==> src/source/ex_pkg.sv <==
// Widths and operator encodings of the execute stage; import with ex_pkg::* where needed
`default_nettype none

package ex_pkg;

  //////////////////////////////////////////////////////////////////////
  // Widths
  //////////////////////////////////////////////////////////////////////

  // Data word
  localparam int unsigned XLEN       = 32;
  // Register file address
  localparam int unsigned REG_ADDR_W = 5;
  // Shift amount and leading-zero count, wide enough to hold XLEN itself
  localparam int unsigned SHAMT_W    = 6;
  // Full signed product of two sign-extended XLEN+1 bit operands
  localparam int unsigned PROD_W     = 2 * XLEN + 1;

  //////////////////////////////////////////////////////////////////////
  // Operator encodings
  //////////////////////////////////////////////////////////////////////

  // ALU operators
  // EQ to GEU are the branch compares, SLT and SLTU also drive the compare
  typedef enum logic [3:0] {
    ADD,
    SUB,
    AND,
    OR,
    XOR,
    SLL,
    SRL,
    SRA,
    SLT,
    SLTU,
    EQ,
    NE,
    LT,
    GE,
    LTU,
    GEU
  } alu_op_e;

  // Multiplier operators
  typedef enum logic [1:0] {
    MUL,
    MULH,
    MULHSU,
    MULHU
  } mul_op_e;

  // Divider operators
  typedef enum logic [1:0] {
    DIV,
    DIVU,
    REM,
    REMU
  } div_op_e;

endpackage

`default_nettype wire
==> src/source/div_alu_if.sv <==
// Divider to ALU request path for the shared leading-zero counter and left shifter
`default_nettype none

interface div_alu_if import ex_pkg::*; ();

  // Leading-zero request, data is bit reversed by the divider
  logic               clz_en;
  logic [XLEN-1:0]    clz_data_rev;
  logic [SHAMT_W-1:0] clz_result;

  // Left shift request on the divisor operand
  logic               shift_en;
  logic [SHAMT_W-1:0] shift_amt;
  logic [XLEN-1:0]    op_b_shifted;

  // Divider side issues the requests
  modport div (
    output clz_en,
    output clz_data_rev,
    output shift_en,
    output shift_amt,
    input  clz_result,
    input  op_b_shifted
  );

  // ALU side answers in the same cycle
  modport alu (
    input  clz_en,
    input  clz_data_rev,
    input  shift_en,
    input  shift_amt,
    output clz_result,
    output op_b_shifted
  );

endinterface

`default_nettype wire

==> src/source/ex_stage.sv <==
// Execute stage top with ALU, multiplier and divider, write-back select and EX/WB register
`default_nettype none

module ex_stage import ex_pkg::*; (
  input  logic                  clk,
  input  logic                  rst_n,

  // Decoded instruction
  input  logic                  valid_i,
  input  logic                  alu_en_i,
  input  logic                  mul_en_i,
  input  logic                  div_en_i,
  input  alu_op_e               alu_op_i,
  input  mul_op_e               mul_op_i,
  input  div_op_e               div_op_i,
  input  logic [XLEN-1:0]       operand_a_i,
  input  logic [XLEN-1:0]       operand_b_i,
  input  logic                  branch_i,
  input  logic                  rf_we_i,
  input  logic [REG_ADDR_W-1:0] rf_waddr_i,

  // Pipeline control
  input  logic                  kill_i,
  input  logic                  halt_i,
  input  logic                  wb_ready_i,

  output logic                  ex_ready_o,
  output logic                  ex_valid_o,
  output logic                  branch_decision_o,

  // EX/WB register
  output logic                  wb_valid_o,
  output logic                  wb_rf_we_o,
  output logic [REG_ADDR_W-1:0] wb_rf_waddr_o,
  output logic [XLEN-1:0]       wb_rf_wdata_o,
  output logic                  wb_bch_taken_o
);

  logic            instr_valid;
  logic            mul_en_gated;
  logic            div_en_gated;
  logic            alu_ready;
  logic            mul_valid;
  logic            mul_ready;
  logic            div_valid;
  logic            div_ready;
  logic [XLEN-1:0] alu_result;
  logic            alu_cmp_result;
  logic [XLEN-1:0] mul_result;
  logic [XLEN-1:0] div_result;
  logic [XLEN-1:0] rf_wdata;

  div_alu_if div_alu ();

  // Kill and halt both hide the instruction from the units
  assign instr_valid  = valid_i && !kill_i && !halt_i;
  assign mul_en_gated = mul_en_i && instr_valid;
  assign div_en_gated = div_en_i && instr_valid;

  //////////////////////////////////////////////////////////////////////
  // Units
  //////////////////////////////////////////////////////////////////////

  ex_alu u_alu (
    .operator_i   (alu_op_i),
    .operand_a_i  (operand_a_i),
    .operand_b_i  (operand_b_i),
    .div_if       (div_alu.alu),
    .result_o     (alu_result),
    .cmp_result_o (alu_cmp_result)
  );

  // ALU is combinational and ready whenever write-back is
  assign alu_ready = wb_ready_i;

  ex_mult u_mult (
    .clk        (clk),
    .rst_n      (rst_n),
    .operator_i (mul_op_i),
    .op_a_i     (operand_a_i),
    .op_b_i     (operand_b_i),
    .valid_i    (mul_en_gated),
    .ready_i    (wb_ready_i),
    .ready_o    (mul_ready),
    .valid_o    (mul_valid),
    .result_o   (mul_result)
  );

  ex_div u_div (
    .clk        (clk),
    .rst_n      (rst_n),
    .operator_i (div_op_i),
    .op_a_i     (operand_a_i),
    .op_b_i     (operand_b_i),
    .valid_i    (div_en_gated),
    .ready_i    (wb_ready_i),
    .div_if     (div_alu.div),
    .ready_o    (div_ready),
    .valid_o    (div_valid),
    .result_o   (div_result)
  );

  //////////////////////////////////////////////////////////////////////
  // Stage handshake, write data and branch
  //////////////////////////////////////////////////////////////////////

  // ALU result is valid in the same cycle
  assign ex_valid_o = (alu_en_i ||
                       (mul_en_i && mul_valid) ||
                       (div_en_i && div_valid)) && instr_valid;

  // Killed instruction leaves at once
  assign ex_ready_o = kill_i || (alu_ready && mul_ready && div_ready && !halt_i);

  // Write data from the enabled unit
  always_comb begin
    unique case (1'b1)
      mul_en_i: rf_wdata = mul_result;
      div_en_i: rf_wdata = div_result;
      default:  rf_wdata = alu_result;
    endcase
  end

  assign branch_decision_o = alu_cmp_result && branch_i && alu_en_i;

  // EX/WB control
  always_ff @(posedge clk or negedge rst_n) begin
    if (!rst_n) begin
      wb_valid_o     <= 1'b0;
      wb_rf_we_o     <= 1'b0;
      wb_bch_taken_o <= 1'b0;
    end else if (ex_valid_o && wb_ready_i) begin
      wb_valid_o     <= 1'b1;
      wb_rf_we_o     <= rf_we_i;
      wb_bch_taken_o <= branch_i && branch_decision_o;
    end else if (wb_ready_i) begin
      // No instruction to hand over gives a bubble
      wb_valid_o <= 1'b0;
    end
  end

  // EX/WB payload is written only for register writes
  always_ff @(posedge clk) begin
    if (ex_valid_o && wb_ready_i && rf_we_i) begin
      wb_rf_waddr_o <= rf_waddr_i;
      wb_rf_wdata_o <= rf_wdata;
    end
  end

endmodule

`default_nettype wire

==> src/source/ex_div.sv <==
// Iterative restoring divider for DIV, DIVU, REM and REMU using the ALU counter and shifter
`default_nettype none

module ex_div import ex_pkg::*; (
  input  logic            clk,
  input  logic            rst_n,

  input  div_op_e         operator_i,
  input  logic [XLEN-1:0] op_a_i,
  input  logic [XLEN-1:0] op_b_i,

  // Handshakes
  input  logic            valid_i,
  input  logic            ready_i,

  // Requests to the ALU
  div_alu_if.div          div_if,

  output logic            ready_o,
  output logic            valid_o,
  output logic [XLEN-1:0] result_o
);

  typedef enum logic [1:0] {
    DIV_IDLE,
    DIV_ALIGN,
    DIV_ITER,
    DIV_DONE
  } div_state_e;

  div_state_e         state_q;
  logic [SHAMT_W-1:0] cnt_q;
  logic               is_signed;
  logic               a_neg;
  logic               b_neg;
  logic [XLEN-1:0]    a_abs;
  logic [XLEN-1:0]    b_abs;
  logic [XLEN-1:0]    b_abs_q;
  logic               b_neg_q;
  logic [XLEN-1:0]    b_rev;
  logic [XLEN-1:0]    dvsr_aligned;
  logic [XLEN-1:0]    dvsr_q;
  logic [XLEN-1:0]    rem_q;
  logic [XLEN-1:0]    quot_q;
  logic               quot_neg_q;
  logic               rem_neg_q;
  logic               rem_sel_q;
  logic [XLEN:0]      rem_diff;
  logic               rem_ge;

  // Operand magnitudes at start
  assign is_signed = (operator_i == DIV) || (operator_i == REM);
  assign a_neg     = is_signed && op_a_i[XLEN-1];
  assign b_neg     = is_signed && op_b_i[XLEN-1];
  assign a_abs     = a_neg ? -op_a_i : op_a_i;
  assign b_abs     = b_neg ? -op_b_i : op_b_i;

  always_comb begin
    for (int i = 0; i < XLEN; i++) begin
      b_rev[i] = b_abs_q[XLEN-1-i];
    end
  end

  //////////////////////////////////////////////////////////////////////
  // ALU requests, only in the align cycle
  //////////////////////////////////////////////////////////////////////

  assign div_if.clz_en       = (state_q == DIV_ALIGN);
  assign div_if.clz_data_rev = b_rev;
  assign div_if.shift_en     = (state_q == DIV_ALIGN);
  assign div_if.shift_amt    = div_if.clz_result;

  // ALU shifts the raw divisor, magnitude taken after the shift
  assign dvsr_aligned = b_neg_q ? -div_if.op_b_shifted : div_if.op_b_shifted;

  // Restoring step
  assign rem_diff = {1'b0, rem_q} - {1'b0, dvsr_q};
  assign rem_ge   = !rem_diff[XLEN];

  // Control FSM, any drop of valid_i abandons the division
  always_ff @(posedge clk or negedge rst_n) begin
    if (!rst_n) begin
      state_q <= DIV_IDLE;
      cnt_q   <= '0;
    end else if (!valid_i) begin
      state_q <= DIV_IDLE;
    end else begin
      unique case (state_q)
        DIV_IDLE:  state_q <= DIV_ALIGN;
        DIV_ALIGN: begin
          // Zero divisor skips the iterations
          state_q <= (b_abs_q == '0) ? DIV_DONE : DIV_ITER;
          cnt_q   <= div_if.clz_result;
        end
        DIV_ITER: begin
          if (cnt_q == '0) begin
            state_q <= DIV_DONE;
          end
          cnt_q <= cnt_q - 1'b1;
        end
        DIV_DONE:  state_q <= ready_i ? DIV_IDLE : DIV_DONE;
        default:   state_q <= DIV_IDLE;
      endcase
    end
  end

  // Datapath
  always_ff @(posedge clk) begin
    if (valid_i) begin
      unique case (state_q)
        DIV_IDLE: begin
          rem_q      <= a_abs;
          quot_q     <= '0;
          b_abs_q    <= b_abs;
          b_neg_q    <= b_neg;
          quot_neg_q <= a_neg ^ b_neg;
          rem_neg_q  <= a_neg;
          rem_sel_q  <= (operator_i == REM) || (operator_i == REMU);
        end
        DIV_ALIGN: begin
          dvsr_q <= dvsr_aligned;
          // Division by zero, quotient all ones and remainder keeps the dividend
          if (b_abs_q == '0) begin
            quot_q     <= '1;
            quot_neg_q <= 1'b0;
          end
        end
        DIV_ITER: begin
          if (rem_ge) begin
            rem_q <= rem_diff[XLEN-1:0];
          end
          quot_q <= {quot_q[XLEN-2:0], rem_ge};
          dvsr_q <= dvsr_q >> 1;
        end
        default: ;
      endcase
    end
  end

  // Sign fix, the overflow case falls out of the magnitudes
  assign result_o = rem_sel_q ? (rem_neg_q ? -rem_q : rem_q)
                              : (quot_neg_q ? -quot_q : quot_q);

  assign ready_o = (state_q == DIV_IDLE) || ((state_q == DIV_DONE) && ready_i);
  assign valid_o = (state_q == DIV_DONE) && valid_i;

endmodule

`default_nettype wire

==> src/source/ex_mult.sv <==
// One-cycle registered multiplier for MUL, MULH, MULHSU and MULHU with valid/ready hold
`default_nettype none

module ex_mult import ex_pkg::*; (
  input  logic            clk,
  input  logic            rst_n,

  input  mul_op_e         operator_i,
  input  logic [XLEN-1:0] op_a_i,
  input  logic [XLEN-1:0] op_b_i,

  // Handshakes
  input  logic            valid_i,
  input  logic            ready_i,
  output logic            ready_o,
  output logic            valid_o,

  output logic [XLEN-1:0] result_o
);

  logic                     sign_a;
  logic                     sign_b;
  logic signed [XLEN:0]     op_a_ext;
  logic signed [XLEN:0]     op_b_ext;
  logic signed [PROD_W-1:0] prod_d;
  logic signed [PROD_W-1:0] prod_q;
  logic                     hi_sel_q;
  logic                     valid_q;

  // Operand signedness per operator, MUL low word does not care
  assign sign_a = (operator_i != MULHU);
  assign sign_b = (operator_i == MUL) || (operator_i == MULH);

  assign op_a_ext = {sign_a & op_a_i[XLEN-1], op_a_i};
  assign op_b_ext = {sign_b & op_b_i[XLEN-1], op_b_i};
  assign prod_d   = op_a_ext * op_b_ext;

  // Result pending flag
  // Cleared on acceptance, or when the instruction goes away (kill or halt)
  always_ff @(posedge clk or negedge rst_n) begin
    if (!rst_n) begin
      valid_q <= 1'b0;
    end else if (!valid_i) begin
      valid_q <= 1'b0;
    end else if (!valid_q) begin
      valid_q <= 1'b1;
    end else if (ready_i) begin
      valid_q <= 1'b0;
    end
  end

  // Product captured in the launch cycle only, held after that
  always_ff @(posedge clk) begin
    if (valid_i && !valid_q) begin
      prod_q   <= prod_d;
      hi_sel_q <= (operator_i != MUL);
    end
  end

  assign result_o = hi_sel_q ? prod_q[2*XLEN-1:XLEN] : prod_q[XLEN-1:0];

  // Busy while a result waits for the next stage
  assign ready_o = !valid_q || ready_i;
  assign valid_o = valid_q && valid_i;

endmodule

`default_nettype wire

==> src/source/ex_alu.sv <==
// Single-cycle ALU with branch compare; also serves the divider's count and shift requests
`default_nettype none

module ex_alu import ex_pkg::*; (
  input  alu_op_e         operator_i,
  input  logic [XLEN-1:0] operand_a_i,
  input  logic [XLEN-1:0] operand_b_i,

  // Shared counter and shifter for the divider
  div_alu_if.alu          div_if,

  output logic [XLEN-1:0] result_o,
  output logic            cmp_result_o
);

  logic               is_sub;
  logic [XLEN-1:0]    add_result;
  logic               eq;
  logic               lt_s;
  logic               lt_u;
  logic [XLEN-1:0]    shift_in;
  logic [SHAMT_W-1:0] shift_amt;
  logic [XLEN-1:0]    shift_left;
  logic [XLEN-1:0]    shift_right_l;
  logic [XLEN-1:0]    shift_right_a;
  logic [SHAMT_W-1:0] tz_count;

  //////////////////////////////////////////////////////////////////////
  // Adder and comparator
  //////////////////////////////////////////////////////////////////////

  // Subtract as invert plus carry in
  assign is_sub     = (operator_i == SUB);
  assign add_result = operand_a_i + (operand_b_i ^ {XLEN{is_sub}}) + XLEN'(is_sub);

  assign eq   = (operand_a_i == operand_b_i);
  assign lt_s = ($signed(operand_a_i) < $signed(operand_b_i));
  assign lt_u = (operand_a_i < operand_b_i);

  always_comb begin
    unique case (operator_i)
      EQ, NE:    cmp_result_o = (operator_i == EQ) ? eq : !eq;
      LT, SLT:   cmp_result_o = lt_s;
      GE:        cmp_result_o = !lt_s;
      LTU, SLTU: cmp_result_o = lt_u;
      GEU:       cmp_result_o = !lt_u;
      default:   cmp_result_o = 1'b0;
    endcase
  end

  //////////////////////////////////////////////////////////////////////
  // Shifter, left path shared with the divider
  //////////////////////////////////////////////////////////////////////

  // Divider takes over the left shifter to align its divisor
  assign shift_in  = div_if.shift_en ? operand_b_i : operand_a_i;
  assign shift_amt = div_if.shift_en ? div_if.shift_amt : {1'b0, operand_b_i[SHAMT_W-2:0]};

  assign shift_left          = shift_in << shift_amt;
  assign div_if.op_b_shifted = shift_left;

  assign shift_right_l = operand_a_i >> operand_b_i[SHAMT_W-2:0];
  assign shift_right_a = $unsigned($signed(operand_a_i) >>> operand_b_i[SHAMT_W-2:0]);

  // Trailing zeros of the reversed word, i.e. leading zeros of the original
  // All zero input gives XLEN
  always_comb begin
    tz_count = SHAMT_W'(XLEN);
    for (int i = XLEN - 1; i >= 0; i--) begin
      if (div_if.clz_data_rev[i]) begin
        tz_count = SHAMT_W'(i);
      end
    end
  end

  assign div_if.clz_result = div_if.clz_en ? tz_count : '0;

  // Result select
  always_comb begin
    unique case (operator_i)
      ADD, SUB: result_o = add_result;
      AND:      result_o = operand_a_i & operand_b_i;
      OR:       result_o = operand_a_i | operand_b_i;
      XOR:      result_o = operand_a_i ^ operand_b_i;
      SLL:      result_o = shift_left;
      SRL:      result_o = shift_right_l;
      SRA:      result_o = shift_right_a;
      default:  result_o = {{(XLEN-1){1'b0}}, cmp_result_o}; // set-less-than and compares
    endcase
  end

endmodule

`default_nettype wire

==> config.mk <==
export PLATFORM = sky130hd
export DESIGN_NAME = ex_stage
export DESIGN_NICKNAME = d
export VERILOG_FILES = /design/src/source/ex_pkg.sv /design/src/source/div_alu_if.sv /design/src/source/ex_stage.sv /design/src/source/ex_div.sv /design/src/source/ex_mult.sv /design/src/source/ex_alu.sv
export SDC_FILE = /design/constraint.sdc
export NUM_CORES = 2
export LEC_CHECK = 0
export BUFFER_PORTS_ARGS = -buffer_cell sky130_fd_sc_hd__buf_2
export CAP_MARGIN = 10
export CELL_PAD_IN_SITES_DETAIL_PLACEMENT = 0
export CELL_PAD_IN_SITES_GLOBAL_PLACEMENT = 1
export CORE_UTILIZATION = 52
export DETAILED_ROUTE_END_ITERATION = 8
export PLACE_DENSITY_LB_ADDON = 0.1
export SKIP_CTS_REPAIR_TIMING = 1
export SYNTH_ARGS = -nofsm -noshare
export SYNTH_HDL_FRONTEND = slang
export SYNTH_HIERARCHICAL = 1
export SYNTH_SLANG_ARGS = --single-unit
==> constraint.sdc <==
create_clock -name clk -period 7.1 [get_ports clk]
set_input_delay 1.065 -clock clk [delete_from_list [all_inputs] [get_ports clk]]
set_output_delay 1.065 -clock clk [all_outputs]
set_load 0.01 [all_outputs]
Word level (Yosys, flattened, before mapping)

Cells that the tools add are included.

Flip-flop bits (word level): 246
Output and inout port bits: 43
Word-level logic and storage cells: 186

Add/sub/neg operators: 9
Multiply operators: 1
Magnitude comparators: 2
Equal/unequal tests: 26
Shifts and indexed selects: 3
Multiplexer cells: 63
Bitwise gates (word level): 7
Reductions and logical operators: 57

Operators by type and width:

| cell               | number |
|---|---|
| $mux 32            | 10 |
| $pmux 32 s7        | 1 |
| $mux 6             | 33 |
| $pmux 32 s2        | 3 |
| $neg 32->32        | 5 |
| $pmux 32 s3        | 1 |
| $lt 32x32->1       | 2 |
| $mul 33x33->64     | 1 |
| $xor 32x32->32     | 2 |
| $sub 32x32->33     | 1 |
| $add 32x1->32      | 1 |
| $add 32x32->32     | 1 |
| $and 32x32->32     | 1 |
| $eq 32x32->1       | 1 |
| $eq 4x4->1 const B | 8 |
| $logic_not 32->1   | 1 |
| $or 32x32->32      | 1 |
| $shl 32x6->32      | 1 |
| $shr 32x5->32      | 1 |
| $sshr 32x5->32     | 1 |
| $logic_and 1x1->1  | 21 |
| $eq 4x3->1 const B | 4 |
| $pmux 6 s2         | 1 |
| $reduce_bool 2->1  | 5 |
| other kinds (24)   | 61 |

Depth between registers and ports, before layout

Word-level depth: 37
Mapped depth: 30
Depth with buffers taken out: 28

Modules after synthesis

Netlist, hierarchy kept.

By module, submodules not included:

| module   | times used | cells an instance | area each (um^2) | sequential area each (um^2) |
|---|---|---|---|---|
| ex_mult  | 1          | 4232              | 40089.7          | 1976.9 |
| ex_div   | 1          | 1293              | 11264.6          | 4164.0 |
| ex_alu   | 1          | 1339              | 9243.9           | 0.0 |
| ex_stage | 1          | 163               | 1841.8           | 1186.1 |

Worst setup path after synthesis

No wires, ideal clock.

Path kind: input to register
Start point: in operand_a_i[31]
End point: reg u_mult.prod_q[61], data pin
Library setup time: 0.262 ns
Data arrival time: 8.573 ns
Path slack: -1.735 ns
Cell stages on the path: 26
Cells stage by stage: a21boi_0 -> clkbuf_1 -> clkbuf_1 -> nand2_1 -> fa_1 -> fa_1 -> inv_1 -> fa_1 -> inv_1 -> fa_1 -> inv_1 -> fa_1 -> fa_1 -> fa_1 -> inv_1 -> fa_1 -> inv_1 -> ha_1 -> a21o_1 -> a21o_1 -> a21o_1 -> a21o_1 -> a21oi_1 -> nor3b_1 -> a21oi_1 -> xor2_1

Cells in the longest elaborated chain, start to end: 2

Ends and longest elaborated chain:

| item                  | line           | RTL |
|---|---|---|
| from (decl)           | ex_stage.sv:16 | `input logic [XLEN-1:0] operand_a_i,` |
| $and 1x1->1           | ex_mult.sv:34  | `assign op_a_ext = {sign_a & op_a_i[XLEN-1], op_a_i};` |
| $mul 33x33->64 (*)    | ex_mult.sv:36  | `assign prod_d = op_a_ext * op_b_ext;` |
| net u_mult.prod_d[61] | ex_mult.sv:25  | `logic signed [PROD_W-1:0] prod_d;` |
| to (signal assigned)  | ex_mult.sv:55  | `prod_q <= prod_d;` |
| to (decl)             | ex_mult.sv:26  | `logic signed [PROD_W-1:0] prod_q;` |

The timed path passes the listed nets; every way through them passes the cells marked *.
A chain may end at the register's enable or synchronous reset.

Final worst setup path

Start point: in mul_op_i[1]
End point: reg u_mult.prod_q[62], data pin

Cells in the longest elaborated chain, start to end: 4
Elaborated cells between the ends (all ways): 7
Those cells by class: mul: 1; eq/ne: 2; bitwise: 2; reduce/logical: 2

Ends and longest elaborated chain:

| item                                                 | line           | RTL |
|---|---|---|
| from (decl)                                          | ex_stage.sv:14 | `input mul_op_e mul_op_i,` |
| $eq 2x1->1 / $logic_not 2->1 (equally long branches) | ex_mult.sv:32  | `assign sign_b = (operator_i == MUL) \|\| (operator_i == MULH);` |
| $logic_or 1x1->1                                     | ex_mult.sv:32  |  |
| $and 1x1->1                                          | ex_mult.sv:35  | `assign op_b_ext = {sign_b & op_b_i[XLEN-1], op_b_i};` |
| $mul 33x33->64 (*)                                   | ex_mult.sv:36  |  |
| net u_mult.prod_d[62]                                | ex_mult.sv:25  |  |

Marks and branches as above.

==> results.json <==
{
  "hp-class": "input port to asynchronous set/reset pin",
  "use_met1_pct": 51.4,
  "die_height_um": 349,
  "synth_cell_types": 101,
  "drive_gt1_share_pct": 17.5,
  "syn-instance-count": 7027,
  "async_flop_share_pct": 4.88,
  "critPathLaunchType": "input port",
  "grt_overflow": 0,
  "dp_slack_ns": -1.73,
  "finalNetCount": 9105,
  "ios": 131,
  "gp_congestion": 1.03,
  "wl_per_cell_um": 25.6,
  "crit_buf_inv": 9,
  "setup_violations": 38,
  "seq_area_um2": 7330,
  "syn_area_um2": 62400,
  "grt_pass1_wl_mm": 345,
  "hpwl_mm": 193,
  "path_class": "input port to register",
  "slew_headroom_pct": 26.6,
  "drtIter0Drc": 5257,
  "cts_buffer_depth": 3,
  "final_common_cell": "inv_1",
  "hold-worst-slack_ns": 0.410,
  "syn-num-nets": 8625,
  "yosys-top-cells-area": "fa_1, edfxtp_1, ha_1",
  "wirelength_mm": 234,
  "cts_tree": "built",
  "violations": "negative setup slack",
  "final.period_utilization_pct": 110,
  "crit_path_max_incr_delay_ns": 0.51,
  "clk_pin_slew_ns": 0.08,
  "synth_top_cell_by_area": "fa_1",
  "antenna_found_initial": 12,
  "grt_max_degree": 128,
  "cp_common_cell": "fa_1",
  "via_per_inst": 5.83,
  "die_w_um": 349,
  "ys_seq_elements": 246,
  "grt_util_met3_pct": 5.96,
  "insertion_delay_ns": 0.62,
  "synth_edf_count": 234,
  "clock-sinks": 246,
  "period_minus_slack_ns": 7.83,
  "grt_use_total_pct": 38.4,
  "cts_buffers": 28,
  "rsz0062_at_grt": "true",
  "coreArea_um2": 119000,
  "htreeDepth": 1,
  "die_area_um2": 121000,
  "cts_root_buf": "clkbuf_16",
  "drc": 0,
  "ant_nets": 0,
  "outcome": "complete, but fails checks",
  "grt_pass1_vias": 54508,
  "vias": 53228,
  "n_fill_cell": 10454,
  "yosysSeqAreaShare_pct": 11.7,
  "yosys_warnings": 6,
  "drv_slew": 0,
  "arrival_ns": 8.18,
  "finalHoldViolCount": 0,
  "crit_family": "adder cells",
  "worst_slew_pin_slew_ns": 1.09,
  "grtUsageMet2_pct": 61.8,
  "final_cell_mix": "inv_1, fa_1, nand2_1",
  "cap_violations": 0,
  "rows": 126,
  "first_pass_iters": 8,
  "cp_slowest_cell": "fa_2",
  "cp-end-kind": "register",
  "area_delta_synth_final_pct": 16.2,
  "timing.final.ws_setup_ns": -0.729,
  "synth.top_cell.area_share_pct": 36.1,
  "numPortBuffers": 130,
  "max_freq_mhz": 128,
  "skew_ns": 0.0255,
  "cp.required_ns": 7.45,
  "busiest_layer": "met2",
  "start_util_pct": 52.7,
  "ys.flop_type": "edfxtp_1",
  "syn_area_per_cell_um2": 8.89,
  "critPathMaxFanout": 8,
  "multiInputGateArea_um2": 50400
}
-- worst register-to-register path: stages (launching register included) --
cell,delay [ns]
edfxtp_1,0.42
nor2b_1,0.14
o21bai_1,0.07
a21oi_1,0.15
o21bai_1,0.08
a21oi_1,0.15
o21bai_1,0.08
a211oi_1,0.28
o21ai_0,0.23
a21oi_4,0.87
buf_4,0.43
mux2i_1,0.31
mux4_2,0.31
a21oi_1,0.13
a21oi_1,0.21
o22ai_1,0.23
or4_1,0.62
or3_1,0.40
nor4_2,0.25
nand3_1,0.19
o31ai_1,0.28
xor2_1,0.27
o21ai_0,0.12
-- worst paths after layout --
| check | slack, ns | from | to | depth (start not counted) |
|---|---|---|---|---|
| setup / recovery | -0.73 | mul_op_i[1] | u_mult/prod_q[62] | 29 |
| hold / removal | 0.41 | rst_n | u_div/cnt_q[3] | 1 |
| setup reg to reg | 0.60 | u_div/b_abs_q[1] | u_div/dvsr_q[28] | 22 |
| hold reg to reg | 0.47 | wb_rf_we_o | wb_rf_we_o | 1 |
| max in group asynchronous | 6.33 | rst_n | u_div/state_q[1] | 1 |
| min in group clk | 0.47 | wb_rf_we_o | wb_rf_we_o | 1 |
-- per-layer routing --
| metal | vias to the layer above | wire length (µm) |
|---|---|---|
| li1 | 23257 | - |
| met1 | 26977 | 93300 |
| met2 | 2485 | 107000 |
| met3 | 505 | 20500 |
| met4 | 4 | 12500 |
| met5 | - | 26 |
-- cells in the mapped netlist (38+ instances only) --
cell,count
a211oi_1,40
a21o_1,86
a21oi_1,266
a22oi_1,40
and2_1,384
clkbuf_1,326
edfxtp_1,234
fa_1,1127
ha_1,383
inv_1,1261
mux2_2,52
mux2i_1,104
nand2_1,1059
nand3_1,48
nor2_1,317
nor3_1,61
o21ai_0,194
o21ai_1,38
o31ai_1,41
xnor2_1,159
xor2_1,144
-- through the flow --
step | utilization (%) | instances | setup TNS [ns] | area (µm²)
finish | 61.2 | 9136 | -14.83 | 72500
global route | 61.2 | 9128 | -21.63 | 72500
CTS | 59.5 | 9079 | -29.98 | 70600
detailed placement | 58.8 | 9029 | -58.92 | 69700
global placement | 58.8 | 9029 | -58.57 | 69700
floorplan | - | 7027 | -15.75 | 63600
-- state kept, by name (all words and copies together) (netlist names), 2 cells and up --
register and count:
u_mult/prod_q 64, u_div/quot_q 32, wb_rf_waddr_o 5, wb_rf_wdata_o 32, u_div/b_abs_q 32, u_div/rem_q 32, u_div/cnt_q 6, u_div/state_q 2
u_div/dvsr_q 32
-- final cells by class --
type                    count  share of cell area [%]
clock inverters            20                   0.291
diodes                      9                  0.0310
flip-flops and latches    246                    10.1
inverters                1264                    6.56
repair buffers            834                    9.86
well taps                1600                    2.76
clock buffers              30                   0.976
multi-input cells        5133                    69.4
-- cells by family after synthesis --
logic type                 synth area share, %
DFF                                       11.7
adders and majority gates                 43.8
buffers and inverters                     10.1
AOI/OAI and AO/OA                         10.9
muxes                                     3.72
xor gates and xnor gates                  4.25
and+or+nand+nor                           15.5
Power is left out: the tool's default activity adds up to more than one toggle a clock period on the data nets, which glitch-free logic cannot reach.
